## config.mk

```make
export PLATFORM = sky130hd
export DESIGN_NAME = door_lock_top
export DESIGN_NICKNAME = d
export VERILOG_FILES = /design/src/hw/lock_pkg.sv /design/src/hw/button_debounce.sv /design/src/hw/code_checker.sv /design/src/hw/attempt_guard.sv /design/src/hw/lock_fsm.sv /design/src/hw/door_lock_top.sv
export VERILOG_INCLUDE_DIRS = /design/src /design/src/hw
export SDC_FILE = /design/constraint.sdc
export NUM_CORES = 1
export LEC_CHECK = 0
export BUFFER_PORTS_ARGS = -buffer_cell sky130_fd_sc_hd__buf_2
export CAP_MARGIN = 15
export CORE_MARGIN = 3
export CORE_UTILIZATION = 54
export CTS_CLUSTER_DIAMETER = 30
export CTS_CLUSTER_SIZE = 12
export DETAILED_ROUTE_END_ITERATION = 10
export GPL_ROUTABILITY_DRIVEN = 0
export MAX_ROUTING_LAYER = met4
export PLACE_DENSITY = 0.78
export REMOVE_ABC_BUFFERS = 1
export SYNTH_ARGS = -nofsm -noshare
export SYNTH_HDL_FRONTEND = slang
export SYNTH_SLANG_ARGS = --single-unit
export TNS_END_PERCENT = 1
```

## constraint.sdc

```tcl
create_clock -name clk -period 3.69 [get_ports clk]
set_input_delay 0.5535 -clock clk [delete_from_list [all_inputs] [get_ports clk]]
set_output_delay 0.5535 -clock clk [all_outputs]
set_load 0.02 [all_outputs]
```

## src/hw/lock_defs.svh

```systemverilog
`ifndef LOCK_DEFS_SVH
`define LOCK_DEFS_SVH

// Code format
`define LOCK_DIGITS          6
`define LOCK_DIGIT_W         4
`define LOCK_SLOTS           4

// Special keypad digit values
`define LOCK_DIGIT_TIMEOUT   4'hE    // Keypad gave up waiting for digits
`define LOCK_DIGIT_CANCEL    4'hB    // The # key
`define LOCK_DIGIT_BLANK     4'hF    // Unused digit, also marks an empty slot

// Timing in clock cycles, scaled down for simulation
`define LOCK_DEBOUNCE_CYCLES 4
`define LOCK_RELOCK_CYCLES   40
`define LOCK_BEEP_CYCLES     30
`define LOCK_LOCKOUT_CYCLES  60

// Failed entries allowed before the keypad locks out
`define LOCK_MAX_ATTEMPTS    5

`endif

```

## src/hw/lock_pkg.sv

```systemverilog
`include "lock_defs.svh"

package lock_pkg;

    // Digit 0 is the first digit typed
    typedef logic [`LOCK_DIGITS-1:0][`LOCK_DIGIT_W-1:0] code_t;

    // Keypad entry, valid for a single cycle
    typedef struct packed {
        logic  valid;
        code_t code;
    } key_entry_t;

    // User code write port
    typedef struct packed {
        logic       valid;
        logic [1:0] slot;
        code_t      code;
    } code_wr_t;

    typedef struct packed {
        logic       locked;     // Latch engaged
        logic       keypad_en;
        logic       beep;
        logic       lockout;
        logic [2:0] fail_count;
    } lock_status_t;

    typedef enum logic [2:0] {
        INIT,       // Waiting for the door to close after reset
        LOCKED,
        CHECKING,   // Entry under comparison
        UNLATCHED,  // Closed but latch released
        OPEN
    } door_state_t;

endpackage

```

## src/hw/button_debounce.sv

```systemverilog
`timescale 1ns/1ns
`include "lock_defs.svh"

module button_debounce (
    input  logic clk,
    input  logic rst,
    input  logic button,
    output logic press
);

    localparam int CNT_W = $clog2(`LOCK_DEBOUNCE_CYCLES + 1);
    localparam logic [CNT_W-1:0] HOLD_MAX  = CNT_W'(`LOCK_DEBOUNCE_CYCLES);
    localparam logic [CNT_W-1:0] HOLD_LAST = CNT_W'(`LOCK_DEBOUNCE_CYCLES - 1);

    logic [CNT_W-1:0] hold_cnt;    // Cycles the button has been seen high

    always_ff @(posedge clk or posedge rst) begin
        if (rst) begin
            hold_cnt <= '0;
            press    <= 1'b0;
        end else begin
            if (!button) begin
                hold_cnt <= '0;
            end else if (hold_cnt != HOLD_MAX) begin
                hold_cnt <= hold_cnt + 1'b1;    // Saturates, so one pulse per hold
            end

            // Single pulse on the last cycle of the required hold
            press <= button && (hold_cnt == HOLD_LAST);
        end
    end

endmodule

```

## src/hw/code_checker.sv

```systemverilog
`timescale 1ns/1ns
`include "lock_defs.svh"

module code_checker (
    input  logic              clk,
    input  logic              rst,
    input  logic              store_en,
    input  lock_pkg::code_wr_t code_wr,
    input  logic              start,
    input  lock_pkg::code_t   entry_code,
    output logic              done,
    output logic              ok
);

    import lock_pkg::*;

    localparam int SLOT_W = $clog2(`LOCK_SLOTS);
    localparam logic [SLOT_W-1:0] SLOT_LAST = SLOT_W'(`LOCK_SLOTS - 1);
    localparam code_t BLANK_CODE = {`LOCK_DIGITS{`LOCK_DIGIT_BLANK}};

    code_t codes [`LOCK_SLOTS];    // Stored user codes
    code_t entry_q;                // Entry under test, kept for the whole walk
    logic  busy;
    logic  [SLOT_W-1:0] slot;
    logic  hit;

    // Code storage, writes only allowed while the door is not locked
    always_ff @(posedge clk or posedge rst) begin
        if (rst) begin
            for (int i = 0; i < `LOCK_SLOTS; i++) begin
                codes[i] <= BLANK_CODE;
            end
        end else if (code_wr.valid && store_en) begin
            codes[code_wr.slot] <= code_wr.code;
        end
    end

    always_ff @(posedge clk) begin
        if (start) entry_q <= entry_code;
    end

    // Slot walk, one stored code per cycle
    always_ff @(posedge clk or posedge rst) begin
        if (rst) begin
            busy <= 1'b0;
            slot <= '0;
        end else if (start) begin
            busy <= 1'b1;    // Restart also allowed on the done cycle
            slot <= '0;
        end else if (busy) begin
            if (done) begin
                busy <= 1'b0;
            end else begin
                slot <= slot + 1'b1;
            end
        end
    end

    // An empty slot must never unlock the door
    assign hit  = (codes[slot] == entry_q) && (codes[slot] != BLANK_CODE);
    assign done = busy && (hit || slot == SLOT_LAST);
    assign ok   = busy && hit;

endmodule

```

## src/hw/attempt_guard.sv

```systemverilog
`timescale 1ns/1ns
`include "lock_defs.svh"

module attempt_guard (
    input  logic       clk,
    input  logic       rst,
    input  logic       fail,
    input  logic       pass,
    output logic       lockout,
    output logic [2:0] fail_count
);

    localparam int TMR_W = $clog2(`LOCK_LOCKOUT_CYCLES + 1);
    localparam logic [TMR_W-1:0] TMR_LAST = TMR_W'(`LOCK_LOCKOUT_CYCLES - 1);
    localparam logic [2:0] FAIL_LAST = 3'(`LOCK_MAX_ATTEMPTS - 1);

    logic [TMR_W-1:0] lock_tmr;    // Cycles spent in lockout

    always_ff @(posedge clk or posedge rst) begin
        if (rst) begin
            fail_count <= '0;
            lockout    <= 1'b0;
            lock_tmr   <= '0;
        end else if (lockout) begin
            // Keypad is off, so only the countdown matters here
            if (lock_tmr == TMR_LAST) begin
                lockout    <= 1'b0;
                fail_count <= '0;
                lock_tmr   <= '0;
            end else begin
                lock_tmr <= lock_tmr + 1'b1;
            end
        end else if (pass) begin
            fail_count <= '0;
        end else if (fail) begin
            fail_count <= fail_count + 1'b1;
            if (fail_count == FAIL_LAST) begin
                lockout  <= 1'b1;    // Rises together with the final count
                lock_tmr <= '0;
            end
        end
    end

endmodule

```

## src/hw/lock_fsm.sv

```systemverilog
`timescale 1ns/1ns
`include "lock_defs.svh"

module lock_fsm (
    input  logic                clk,
    input  logic                rst,
    input  logic                sensor,
    input  logic                press,
    input  lock_pkg::key_entry_t entry,
    input  logic                lockout,
    input  logic                check_done,
    input  logic                check_ok,
    output logic                check_start,
    output lock_pkg::code_t     entry_code,
    output logic                fail,
    output logic                pass,
    output logic                store_en,
    output logic                locked,
    output logic                keypad_en,
    output logic                beep
);

    import lock_pkg::*;

    // Shared timer must reach the longer of the two limits
    localparam int TMR_MAX = (`LOCK_RELOCK_CYCLES > `LOCK_BEEP_CYCLES) ?
                             `LOCK_RELOCK_CYCLES : `LOCK_BEEP_CYCLES;
    localparam int TMR_W   = $clog2(TMR_MAX + 1);
    localparam logic [TMR_W-1:0] TMR_SAT     = TMR_W'(TMR_MAX);
    localparam logic [TMR_W-1:0] RELOCK_LAST = TMR_W'(`LOCK_RELOCK_CYCLES - 1);
    localparam logic [TMR_W-1:0] BEEP_AT     = TMR_W'(`LOCK_BEEP_CYCLES);

    door_state_t state, state_nxt;
    logic [TMR_W-1:0] timer;
    logic [`LOCK_DIGIT_W-1:0] first_digit;
    logic key_timeout;
    logic key_submit;
    logic beep_tmo;    // One cycle beep after a keypad timeout

    assign first_digit = entry.code[0];
    assign key_timeout = entry.valid && (first_digit == `LOCK_DIGIT_TIMEOUT);
    assign key_submit  = entry.valid &&
                         (first_digit != `LOCK_DIGIT_TIMEOUT) &&
                         (first_digit != `LOCK_DIGIT_CANCEL) &&
                         (first_digit != `LOCK_DIGIT_BLANK);

    assign keypad_en   = (state == LOCKED) && !lockout;
    assign locked      = (state == LOCKED) || (state == CHECKING);
    assign store_en    = !locked;

    // Checker latches the code in this same cycle
    assign check_start = keypad_en && !press && key_submit;
    assign entry_code  = entry.code;

    assign pass = (state == CHECKING) && check_done && check_ok;
    assign fail = (state == CHECKING) && check_done && !check_ok;

    always_comb begin
        state_nxt = state;
        case (state)
            INIT: begin
                if (!sensor) state_nxt = LOCKED;
            end
            LOCKED: begin
                // Button is ignored during lockout so the latch stays on
                if (press && !lockout) begin
                    state_nxt = UNLATCHED;
                end else if (check_start) begin
                    state_nxt = CHECKING;
                end
            end
            CHECKING: begin
                if (check_done) state_nxt = check_ok ? UNLATCHED : LOCKED;
            end
            UNLATCHED: begin
                if (sensor) begin
                    state_nxt = OPEN;
                end else if (press || timer == RELOCK_LAST) begin
                    state_nxt = LOCKED;    // Manual or automatic relock
                end
            end
            OPEN: begin
                if (!sensor) state_nxt = UNLATCHED;
            end
            default: state_nxt = INIT;
        endcase
    end

    always_ff @(posedge clk or posedge rst) begin
        if (rst) begin
            state    <= INIT;
            timer    <= '0;
            beep_tmo <= 1'b0;
        end else begin
            state <= state_nxt;

            if (state_nxt != state) begin
                timer <= '0;    // Fresh count on every state entry
            end else if (timer != TMR_SAT) begin
                timer <= timer + 1'b1;
            end

            beep_tmo <= keypad_en && key_timeout;
        end
    end

    // Open-door warning stops as soon as the contact closes
    assign beep = beep_tmo || ((state == OPEN) && sensor && (timer >= BEEP_AT));

endmodule

```

## src/hw/door_lock_top.sv

```systemverilog
`timescale 1ns/1ns

module door_lock_top (
    input  logic                  clk,
    input  logic                  rst,
    input  logic                  sensor,
    input  logic                  inner_button,
    input  lock_pkg::key_entry_t  entry,
    input  lock_pkg::code_wr_t    code_wr,
    output lock_pkg::lock_status_t status
);

    import lock_pkg::*;

    logic       press;
    logic       check_start;
    logic       check_done;
    logic       check_ok;
    code_t      entry_code;
    logic       fail;
    logic       pass;
    logic       store_en;
    logic       lockout;
    logic [2:0] fail_count;
    logic       locked;
    logic       keypad_en;
    logic       beep;

    button_debounce u_button_debounce (
        .clk    (clk),
        .rst    (rst),
        .button (inner_button),
        .press  (press)
    );

    code_checker u_code_checker (
        .clk        (clk),
        .rst        (rst),
        .store_en   (store_en),
        .code_wr    (code_wr),
        .start      (check_start),
        .entry_code (entry_code),
        .done       (check_done),
        .ok         (check_ok)
    );

    attempt_guard u_attempt_guard (
        .clk        (clk),
        .rst        (rst),
        .fail       (fail),
        .pass       (pass),
        .lockout    (lockout),
        .fail_count (fail_count)
    );

    lock_fsm u_lock_fsm (
        .clk         (clk),
        .rst         (rst),
        .sensor      (sensor),
        .press       (press),
        .entry       (entry),
        .lockout     (lockout),
        .check_done  (check_done),
        .check_ok    (check_ok),
        .check_start (check_start),
        .entry_code  (entry_code),
        .fail        (fail),
        .pass        (pass),
        .store_en    (store_en),
        .locked      (locked),
        .keypad_en   (keypad_en),
        .beep        (beep)
    );

    assign status = '{locked:     locked,
                      keypad_en:  keypad_en,
                      beep:       beep,
                      lockout:    lockout,
                      fail_count: fail_count};

endmodule

```

---- Word-level counts from Yosys, hierarchy flattened ----
Cells that the tools add are included.
word-level totals
  input port bits ......................... 56
  latch bits .............................. 0
  memory bits (read-only) ................. 0
  memory bits (writable) .................. 0
  flip-flop bits (word level) ............. 147
  memories kept ........................... 0
  word-level logic and storage cells ...... 149
  output and inout bits ................... 7
cells by class
  multipliers ............................. 0
  add/sub/neg operators ................... 5
  shift-type cells ........................ 0
  bitwise gates (word level) .............. 2
  $lt $le $gt $ge ......................... 4
  div/mod/pow operators ................... 0
  multiplexer cells ....................... 39
  equal/unequal tests ..................... 22
  reductions and logical operators ........ 37
operator list
  kind                  count
  $bwmux 96             1
  $mux 24               3
  $bmux 24 s2           1
  $demux 24 s2          1
  $mux 6                7
  $mux 3                13
  $eq 24x24->1          1
  $ne 24x24->1 const B  1
  $logic_and 1x1->1     20
  $pmux 3 s5            1
  $add 6x1->6 const B   2
  $eq 6x6->1 const B    2
  $ne 4x4->1 const B    3
  $eq 3x2->1 const B    3
  $mux 1                8
  $mux 2                4
  $reduce_bool 2->1     4
  $add 3x1->3 const B   2
  $eq 3x3->1 const B    2
  $ge 3x3->1 const B    2
  $ge 6x5->1 const B    1
  $ne 6x6->1 const B    1
  $not 2->3             2
  $eq 4x4->1 const B    1
  14 further kinds      23

---- Logic depth before layout (Yosys ltp) ----
Gate-level depths: netlist (run 1).
  word-level depth ........................ 13
  mapped depth ............................ 10

---- Hierarchy ----
Synthesis (run 1) repeated with hierarchy kept, for this count alone.
unflattened totals
  cells, all modules ...................... 507
  area, all modules ....................... 7282.0 um^2
by module, submodules not included
  module           times used  cells an instance  seq. area each (um^2)  area an instance (um^2)
  code_checker     1           319                3318.2                 5550.3
  lock_fsm         1           108                250.2                  930.9
  attempt_guard    1           55                 250.2                  551.8
  button_debounce  1           21                 100.1                  219.0
  door_lock_top    1           4                  0.0                    30.0

---- Least setup slack after synthesis (run 1) ----
Ideal clock, no wire load.
  kind .................................... flip-flop to flip-flop
  start point ............................. reg u_code_checker.slot[0]
  end point ............................... reg u_lock_fsm.timer[0]
  path buffers ............................ 3
  arrival ................................. 2.300 ns
  stages on the path, launching flop included .. 11
  slack ................................... 1.257 ns
  library setup time ...................... 0.134 ns
  cells stage by stage .................... dfrtp_1 -> buf_6 -> buf_8 -> buf_4 -> nand4b_1 -> a211oi_1 -> a22oi_1 -> a2111o_1 -> and4b_1 -> o211ai_2 -> a21oi_1
between the ends
  word-level cells in the longest chain between the ends .. 12
  elaborated cells between the ends (all ways) .. 17
  those cells by class .................... 4 x eq/ne; 7 x mux; 1 x bitwise; 5 x reduce/logical
ends and longest elaborated chain
  what                                                          RTL line                                text
  from (decl)                                                   code_checker.sv:24                      logic [SLOT_W-1:0] slot;
  from (signal assigned)                                        code_checker.sv:54                      slot <= slot + 1'b1;
  $not 2->3 (not written as such)                               code_checker.sv:60                      assign hit = (codes[slot] == entry_q) && (codes[slot] != BLANK_CODE);
  $bmux 24 s2                                                   code_checker.sv:60
  $mux 24 (not written as such) (2 in series)                   code_checker.sv:60
  $eq 24x24->1 / $ne 24x24->1 (equally long branches)           code_checker.sv:60
  $logic_and 1x1->1                                             code_checker.sv:60
  $logic_and 1x1->1 / $logic_or 1x1->1 (equally long branches)  code_checker.sv:62, code_checker.sv:61
  $mux 2 / $logic_and 1x1->1 (equally long branches)            lock_fsm.sv:73, code_checker.sv:61
  $mux 3 (*)                                                    lock_fsm.sv:73                          if (check_done) state_nxt = check_ok ? UNLATCHED : LOCKED;
  $pmux 3 s5 (*)                                                lock_fsm.sv:60                          case (state)
  $ne 3x3->1 (*)                                                lock_fsm.sv:97                          if (state_nxt != state) begin
  $mux 6 / $reduce_bool 2->1 (equally long branches)            -
  to (signal assigned)                                          lock_fsm.sv:100                         timer <= timer + 1'b1;
  to (decl)                                                     lock_fsm.sv:34                          logic [TMR_W-1:0] timer;
Mark *: on every way between the ends. The rest lies on a longest branch, timed or not. The select of a mux whose other input is x is not followed.
A chain may end at the register's enable or synchronous reset.

---- Worst setup path after layout (run 1) ----
  start point ............................. reg u_code_checker.slot[1]
  end point ............................... reg u_attempt_guard.lock_tmr[5]
between the ends
  word-level cells in the longest chain between the ends .. 12
  elaborated cells between the ends (all ways) .. 18
  those cells by class .................... 4 x eq/ne; 3 x mux; 1 x bitwise; 10 x reduce/logical
ends and longest elaborated chain
  what                                                              RTL line                        text
  $not 2->3 (not written as such)                                   code_checker.sv:60
  $bmux 24 s2                                                       code_checker.sv:60
  $mux 24 (not written as such) (2 in series)                       code_checker.sv:60
  $eq 24x24->1 / $ne 24x24->1 (equally long branches)               code_checker.sv:60
  $logic_and 1x1->1                                                 code_checker.sv:60
  $logic_or 1x1->1                                                  code_checker.sv:61              assign done = busy && (hit || slot == SLOT_LAST);
  $logic_and 1x1->1                                                 code_checker.sv:61
  $logic_and 1x1->1                                                 lock_fsm.sv:55, lock_fsm.sv:56
  $logic_and 1x1->1, on equally long branches                       lock_fsm.sv:55, lock_fsm.sv:56
  $ne 2x1->1 (no line) / $reduce_bool 2->1 (equally long branches)  -
  $reduce_and 3->1 (no line) (*)                                    -
  to (signal assigned)                                              attempt_guard.sv:31             lock_tmr <= lock_tmr + 1'b1;
  to (decl)                                                         attempt_guard.sv:17             logic [TMR_W-1:0] lock_tmr;
Marked as above.

==> out/results.ini, run 1 <==
[yosys]
synth-seq-cells=147
synth_top_cell_by_area=dfstp_2
synth_mux_area_share_pct=23.4
synth_enable_flop_cells=24
yosysMostFrequentCell=mux2_2
synth_top_family_by_area=multiplexers
synthAdderAreaFrac_pct=1.72
synth_area_leaders=dfstp_2 35%, mux2_2 15%, edfxtp_1 9.9%
yosysSeqAreaShare_pct=54.0
synth_compound_area_share_pct=5.14
synthSimpleGateAreaFrac_pct=9.17
synth.distinct_cells=61
ys_warn_count=0
synthCells=521
syn-cell-area_um2=7260
synthArstFlopShare_pct=83.7
syn_area_per_cell_um2=13.9
synth-xor-area-share_pct=3.74
synth_top_cell_area_share_pct=34.7
dominantRegCellSynth=dfstp_2
synth_common_cells=97 x mux2_2, 96 x dfstp_2, 28 x xnor2_1

[cts]
ctsResizeCount=0
cts_hold_buf=0
insertion_delay_ns=0.42
cts_setup_buffers=0
root_buffer=clkbuf_16
clkTransAtPathRegs_ns=0.06
cts.sinks=147
cts_buffer_depth=2
htree_levels=4
cts_tree=built
cts_buffers=17

[power]
p_per_area_nw_per_um2=870
vdd_ir_drop_max_v=0.000520
power.total_mw=7.22
p_leak_nw=3.30

[sta]
rsz0062_at_grt=no
worst_slew_pin_slew_ns=1.08
hold_viol_final=0
fin_crit_ns=3.26
slew_headroom_pct=27.3
slew_viol_final=0
post-route-period-util_pct=88.2
clock-skew-final_ns=0.00840
finalSetupViolations=0
fmax_mhz=307
tns_ns=0

[global_route]
grt_max_degree=72
antenna_found_initial=0
grt_pass1_vias=4914
overflow=0
grt_pass1_wl_um=25600
grt_usage_pct=23.5

[floorplan]
die_h_um=122
std_cell_rows=41
die_area_um2=14900
core-area_um2=12900
num_io_pins=63
die_x_um=122
start_util_pct=56.4

[routing]
drt_iter0_markers=465
postRouteAntennaNets=0
vias=4677
wl_um=15900
vias_per_cell=6.07
drc=0
firstDrtPassIters=5
wl_per_cell_um=20.6

[critical_path]
cpLargestDelayFamily=flip-flops
cp_slowest_cell=dfrtp_1
cp-end-kind=register
path_cells=mux4_1 -> xnor2_1 -> nand4_1 -> nor4_4 -> nand3_2 -> a41o_1 -> a31oi_1
r2r_setup_slack_ns=0.43
reg2regPathDepth=7
crit_buf_inv=0
slowest_delay_ns=0.90
cp-start-kind=register
path_depth=7
path_max_fanout=18
crit_arrival_ns=3.58
crit_type=reg -> reg
worstPathRequired_ns=4.02

[hold_path]
min_path_cells=1
min-delay-path-class=in -> reg

[layout]
diodes=0
areaGrowthSynthToFinish_pct=14.3
regArea_um2=3920
drive_above_1_share_pct=53.8
fill_cells=926
multi_input_area_um2=3130
nNetsFinal=652

[placed_design]
port_buffers=62
hpwl_um=10900

[status]
outcome=finished clean

[run]
cap_violations=0

-- flip-flops by register name, summed over array words and instances (netlist names) --
signal and flops:
u_attempt_guard.fail_count 3, u_attempt_guard.lock_tmr 6, u_attempt_guard.lockout 1, u_button_debounce.hold_cnt 3, u_button_debounce.press 1, u_code_checker.busy 1, u_code_checker.codes 96, u_code_checker.entry_q 24
u_code_checker.slot 2, u_lock_fsm.beep_tmo 1, u_lock_fsm.state 3, u_lock_fsm.timer 6
-- where the power goes --
part | internal [mW] | total, mW | switching, mW | leakage (nW)
clock network | 1.00 | 1.68 | 0.679 | 0.284
logic | 1.28 | 2.21 | 0.926 | 1.43
registers | 2.70 | 3.33 | 0.633 | 1.58
-- final cells by class --
cell class,instances,area share [%]
sequential,147,47.2
multi-input combinational,334,37.8
clock buffer,24,6.32
timing repair buffer,73,4.73
tap,172,2.59
clock inverter,8,0.739
inverter,13,0.618
-- worst reg2reg max path, delay by kind of cell, from the launching register on --
kind,cells,cell delay (ns)
AOI/OAI and AO/OA,2,0.53
xor gates and xnor gates,1,0.20
DFF,1,0.90
muxes,1,0.73
and+or+nand+nor,3,0.81
-- layer usage --
metal  GRT usage (%)  share of wire [%]  up-vias
met5               -                  0        -
met4            7.21                1.1        0
met3            5.85                5.6       13
met2            36.4                 49      181
met1            30.9                 44     2387
li1                -                  -     2096
-- layout by cell type, fill, tap and decap left out, drive strengths merged, types with 5 or more instances in the layout --
cell    Yosys  routed
nor2       10      10
a21oi      13      13
o21ai      10      10
clkbuf     14      24
and2        5       5
nand2      24      24
nand4b      7       7
mux4       24      24
inv        13      17
mux2i       5       5
nand4      21      21
dfstp      96      96
mux2       97      97
edfxtp     24      24
buf        13      73
nand2b      6       6
ha         10      10
nand3      17      17
dfrtp      27      27
xnor2      28      28
-- path summary, 6_finish.rpt --
check                                                             start                                      end
worst max-delay path                 u_code_checker.slot[1]$_DFFE_PP0P_  u_attempt_guard.lock_tmr[5]$_DFFE_PP0P_
worst min register to register  u_attempt_guard.lock_tmr[0]$_DFFE_PP0P_  u_attempt_guard.lock_tmr[0]$_DFFE_PP0P_
min in group asynchronous                                           rst  u_attempt_guard.lock_tmr[4]$_DFFE_PP0P_
max in group asynchronous                                           rst     u_code_checker.codes[31]$_DFFE_PP1P_
worst min-delay path                                          entry[14]     u_code_checker.entry_q[14]$_DFFE_PP_
worst max register to register       u_code_checker.slot[1]$_DFFE_PP0P_  u_attempt_guard.lock_tmr[5]$_DFFE_PP0P_
-- cells by family after synthesis --
family	count (synthesis)
AO/OA/AOI/OAI	54
XOR/XNOR	31
adder cells (fa/ha/maj)	10
buffers and inverters	40
flip-flops	147
multiplexers	126
AND/OR/NAND/NOR	113
-- stage by stage --
step | utilization, % | hold WS [ns] | cells | cell area (µm²) | setup WS [ns]
after global placement | 59.9 | 0.479 | 739 | 7710 | 0.603
after global routing | 64.4 | 0.276 | 771 | 8300 | 0.207
after CTS | 64.4 | 0.273 | 771 | 8300 | 0.454
after floorplan | - | 0.452 | 494 | 7100 | 0.0245
after detailed placement | 59.9 | 0.501 | 739 | 7710 | 0.445
final | 64.4 | 0.302 | 771 | 8300 | 0.435
Note: power is estimated with default switching activity, not from simulation.
==> run 2, diff against run 1 <==
- CORE_UTILIZATION: 54 -> 45
- PLACE_DENSITY: 0.78 -> 0.67
==> run 2 against run 1 <==
Wire length rose by 1.6%. Count of clock-buffer cells in the layout fell by 6. Total power barely moved.
==> out/results.ini, run 2 (synthesis results as in run 1) <==
[cts]
root_buffer=clkbuf_16
clkTransAtPathRegs_ns=0.06
htree_levels=4
cts_setup_buffers=0
insertion_delay_ns=0.42
cts_tree=built
ctsResizeCount=0
cts.sinks=147
cts_buffer_depth=2
cts_hold_buf=0
cts_buffers=17

[power]
vdd_ir_drop_max_v=0.000403
p_per_area_nw_per_um2=864
p_leak_nw=3.30
power.total_mw=7.22

[sta]
post-route-period-util_pct=82.3
hold_viol_final=0
finalSetupViolations=0
fmax_mhz=329
rsz0062_at_grt=no
slew_headroom_pct=28.7
fin_crit_ns=3.04
tns_ns=0
worst_slew_pin_slew_ns=1.06
clock-skew-final_ns=0.00731
slew_viol_final=0

[critical_path]
cp-end-kind=register
crit_type=reg -> reg
crit-reg2reg-launch=u_code_checker.slot[0]$_DFFE_PP0P_
cp-start-kind=register
path_max_fanout=13
r2r_end=u_lock_fsm.timer[5]$_DFFE_PP0P_
crit_path_end=u_lock_fsm.timer[5]$_DFFE_PP0P_
worstPathRequired_ns=3.98
reg2regPathDepth=8
crit_arrival_ns=3.32
r2r_setup_slack_ns=0.65
crit_path_start=u_code_checker.slot[0]$_DFFE_PP0P_

[routing]
vias=4644
postRouteAntennaNets=0
wl_met3_um=849
wl_met2_um=7760
wl_per_cell_um=19.9
top_layer=met4
drc=0
wl_um=16100
firstDrtPassIters=7
drt_iter0_markers=242
wl_met1_um=7220
vias_per_cell=5.73

[run]
cap_violations=0

[placed_design]
hpwl_um=11200
port_buffers=62

[layout]
top_regs=u_code_checker.codes: 96 flops, u_code_checker.entry_q: 24 flops
areaGrowthSynthToFinish_pct=15.1
final_common_cell=mux2_2
top_register=u_code_checker.codes
drive_above_1_share_pct=53.8
diodes=0
nNetsFinal=652
layout_common_cells=97 x mux2_2, 96 x dfstp_2, 62 x buf_2, 28 x xnor2_1, 26 x dfrtp_1
largest_reg_flops=96
final_util_pct=54.0

[status]
outcome=finished clean

[floorplan]
die_x_um=133
die_area_um2=17700
std_cell_rows=45
num_io_pins=63
core-area_um2=15500
start_util_pct=46.9
die_h_um=133

[global_route]
overflow=0
grt_pass1_vias=4771
antenna_found_initial=0
grt_usage_pct=19.5
grt_pass1_wl_um=25900
grt_max_degree=65

[hold_path]
min-delay-path-class=in -> async

-- run 2: changes by cell type in the layout (fill, tap and decap cells not counted), sizes merged --
cell	previous run	this run
clkinv	2	11
clkinvlp	2	1
clkbuf	24	18
inv	17	13
bufinv	0	2
-- run 2: worst min-delay path by stage --
stage,to,slack [ns],cells past startpoint
floorplan,u_attempt_guard.lock_tmr[5]$_DFFE_PP0P_,0.45,1
global placement,u_attempt_guard.lock_tmr[5]$_DFFE_PP0P_,0.48,1
detailed placement,u_attempt_guard.lock_tmr[5]$_DFFE_PP0P_,0.50,1
CTS,u_code_checker.entry_q[9]$_DFFE_PP_,0.28,1
global route,u_code_checker.entry_q[13]$_DFFE_PP_,0.28,1
finish,u_attempt_guard.lock_tmr[5]$_DFFE_PP0P_,0.27,2
-- run 2: through the flow --
step           cell area (µm²)  setup slack (ns)  std cells  hold WS (ns)
2_1_floorplan             7100            0.0245        494         0.452
4_1_cts                   8360             0.668        810         0.284
3_3_place_gp              7790             0.813        778         0.479
3_5_place_dp              7790             0.695        778         0.498
5_1_grt                   8360             0.521        810         0.279
6_report                  8360             0.652        810         0.267
-- run 2: routing by layer --
| layer | GRT usage, % | up-vias |
|---|---|---|
| li1 | - | 2086 |
| met4 | 6.06 | 0 |
| met3 | 4.68 | 26 |
| met2 | 29.6 | 136 |
| met1 | 26.0 | 2396 |
| met5 | - | - |
-- run 2: area by class of cell --
class	count	area, µm²
Clock inverter	14	140
Sequential cell	147	3920
Tap cell	211	264
Timing Repair Buffer	73	418
Multi-Input combinational cell	334	3130
Clock buffer	18	429
Fill cell	1285	7130
Inverter	13	51.3
-- run 2: critical path, cell delays in order, from the launching register on --
cell,delay [ns]
dfrtp_2,0.56
buf_4,0.28
mux4_2,0.53
xnor2_1,0.17
nand4_1,0.17
nor4_4,0.49
o211ai_1,0.16
o21ai_1,0.38
a21oi_1,0.15
-- run 2: power by group --
part	total, mW	switching [mW]	leakage (nW)	internal (mW)
Combinational	2.33	1.03	1.44	1.30
Sequential	3.23	0.535	1.58	2.70
Clock	1.66	0.668	0.281	0.989
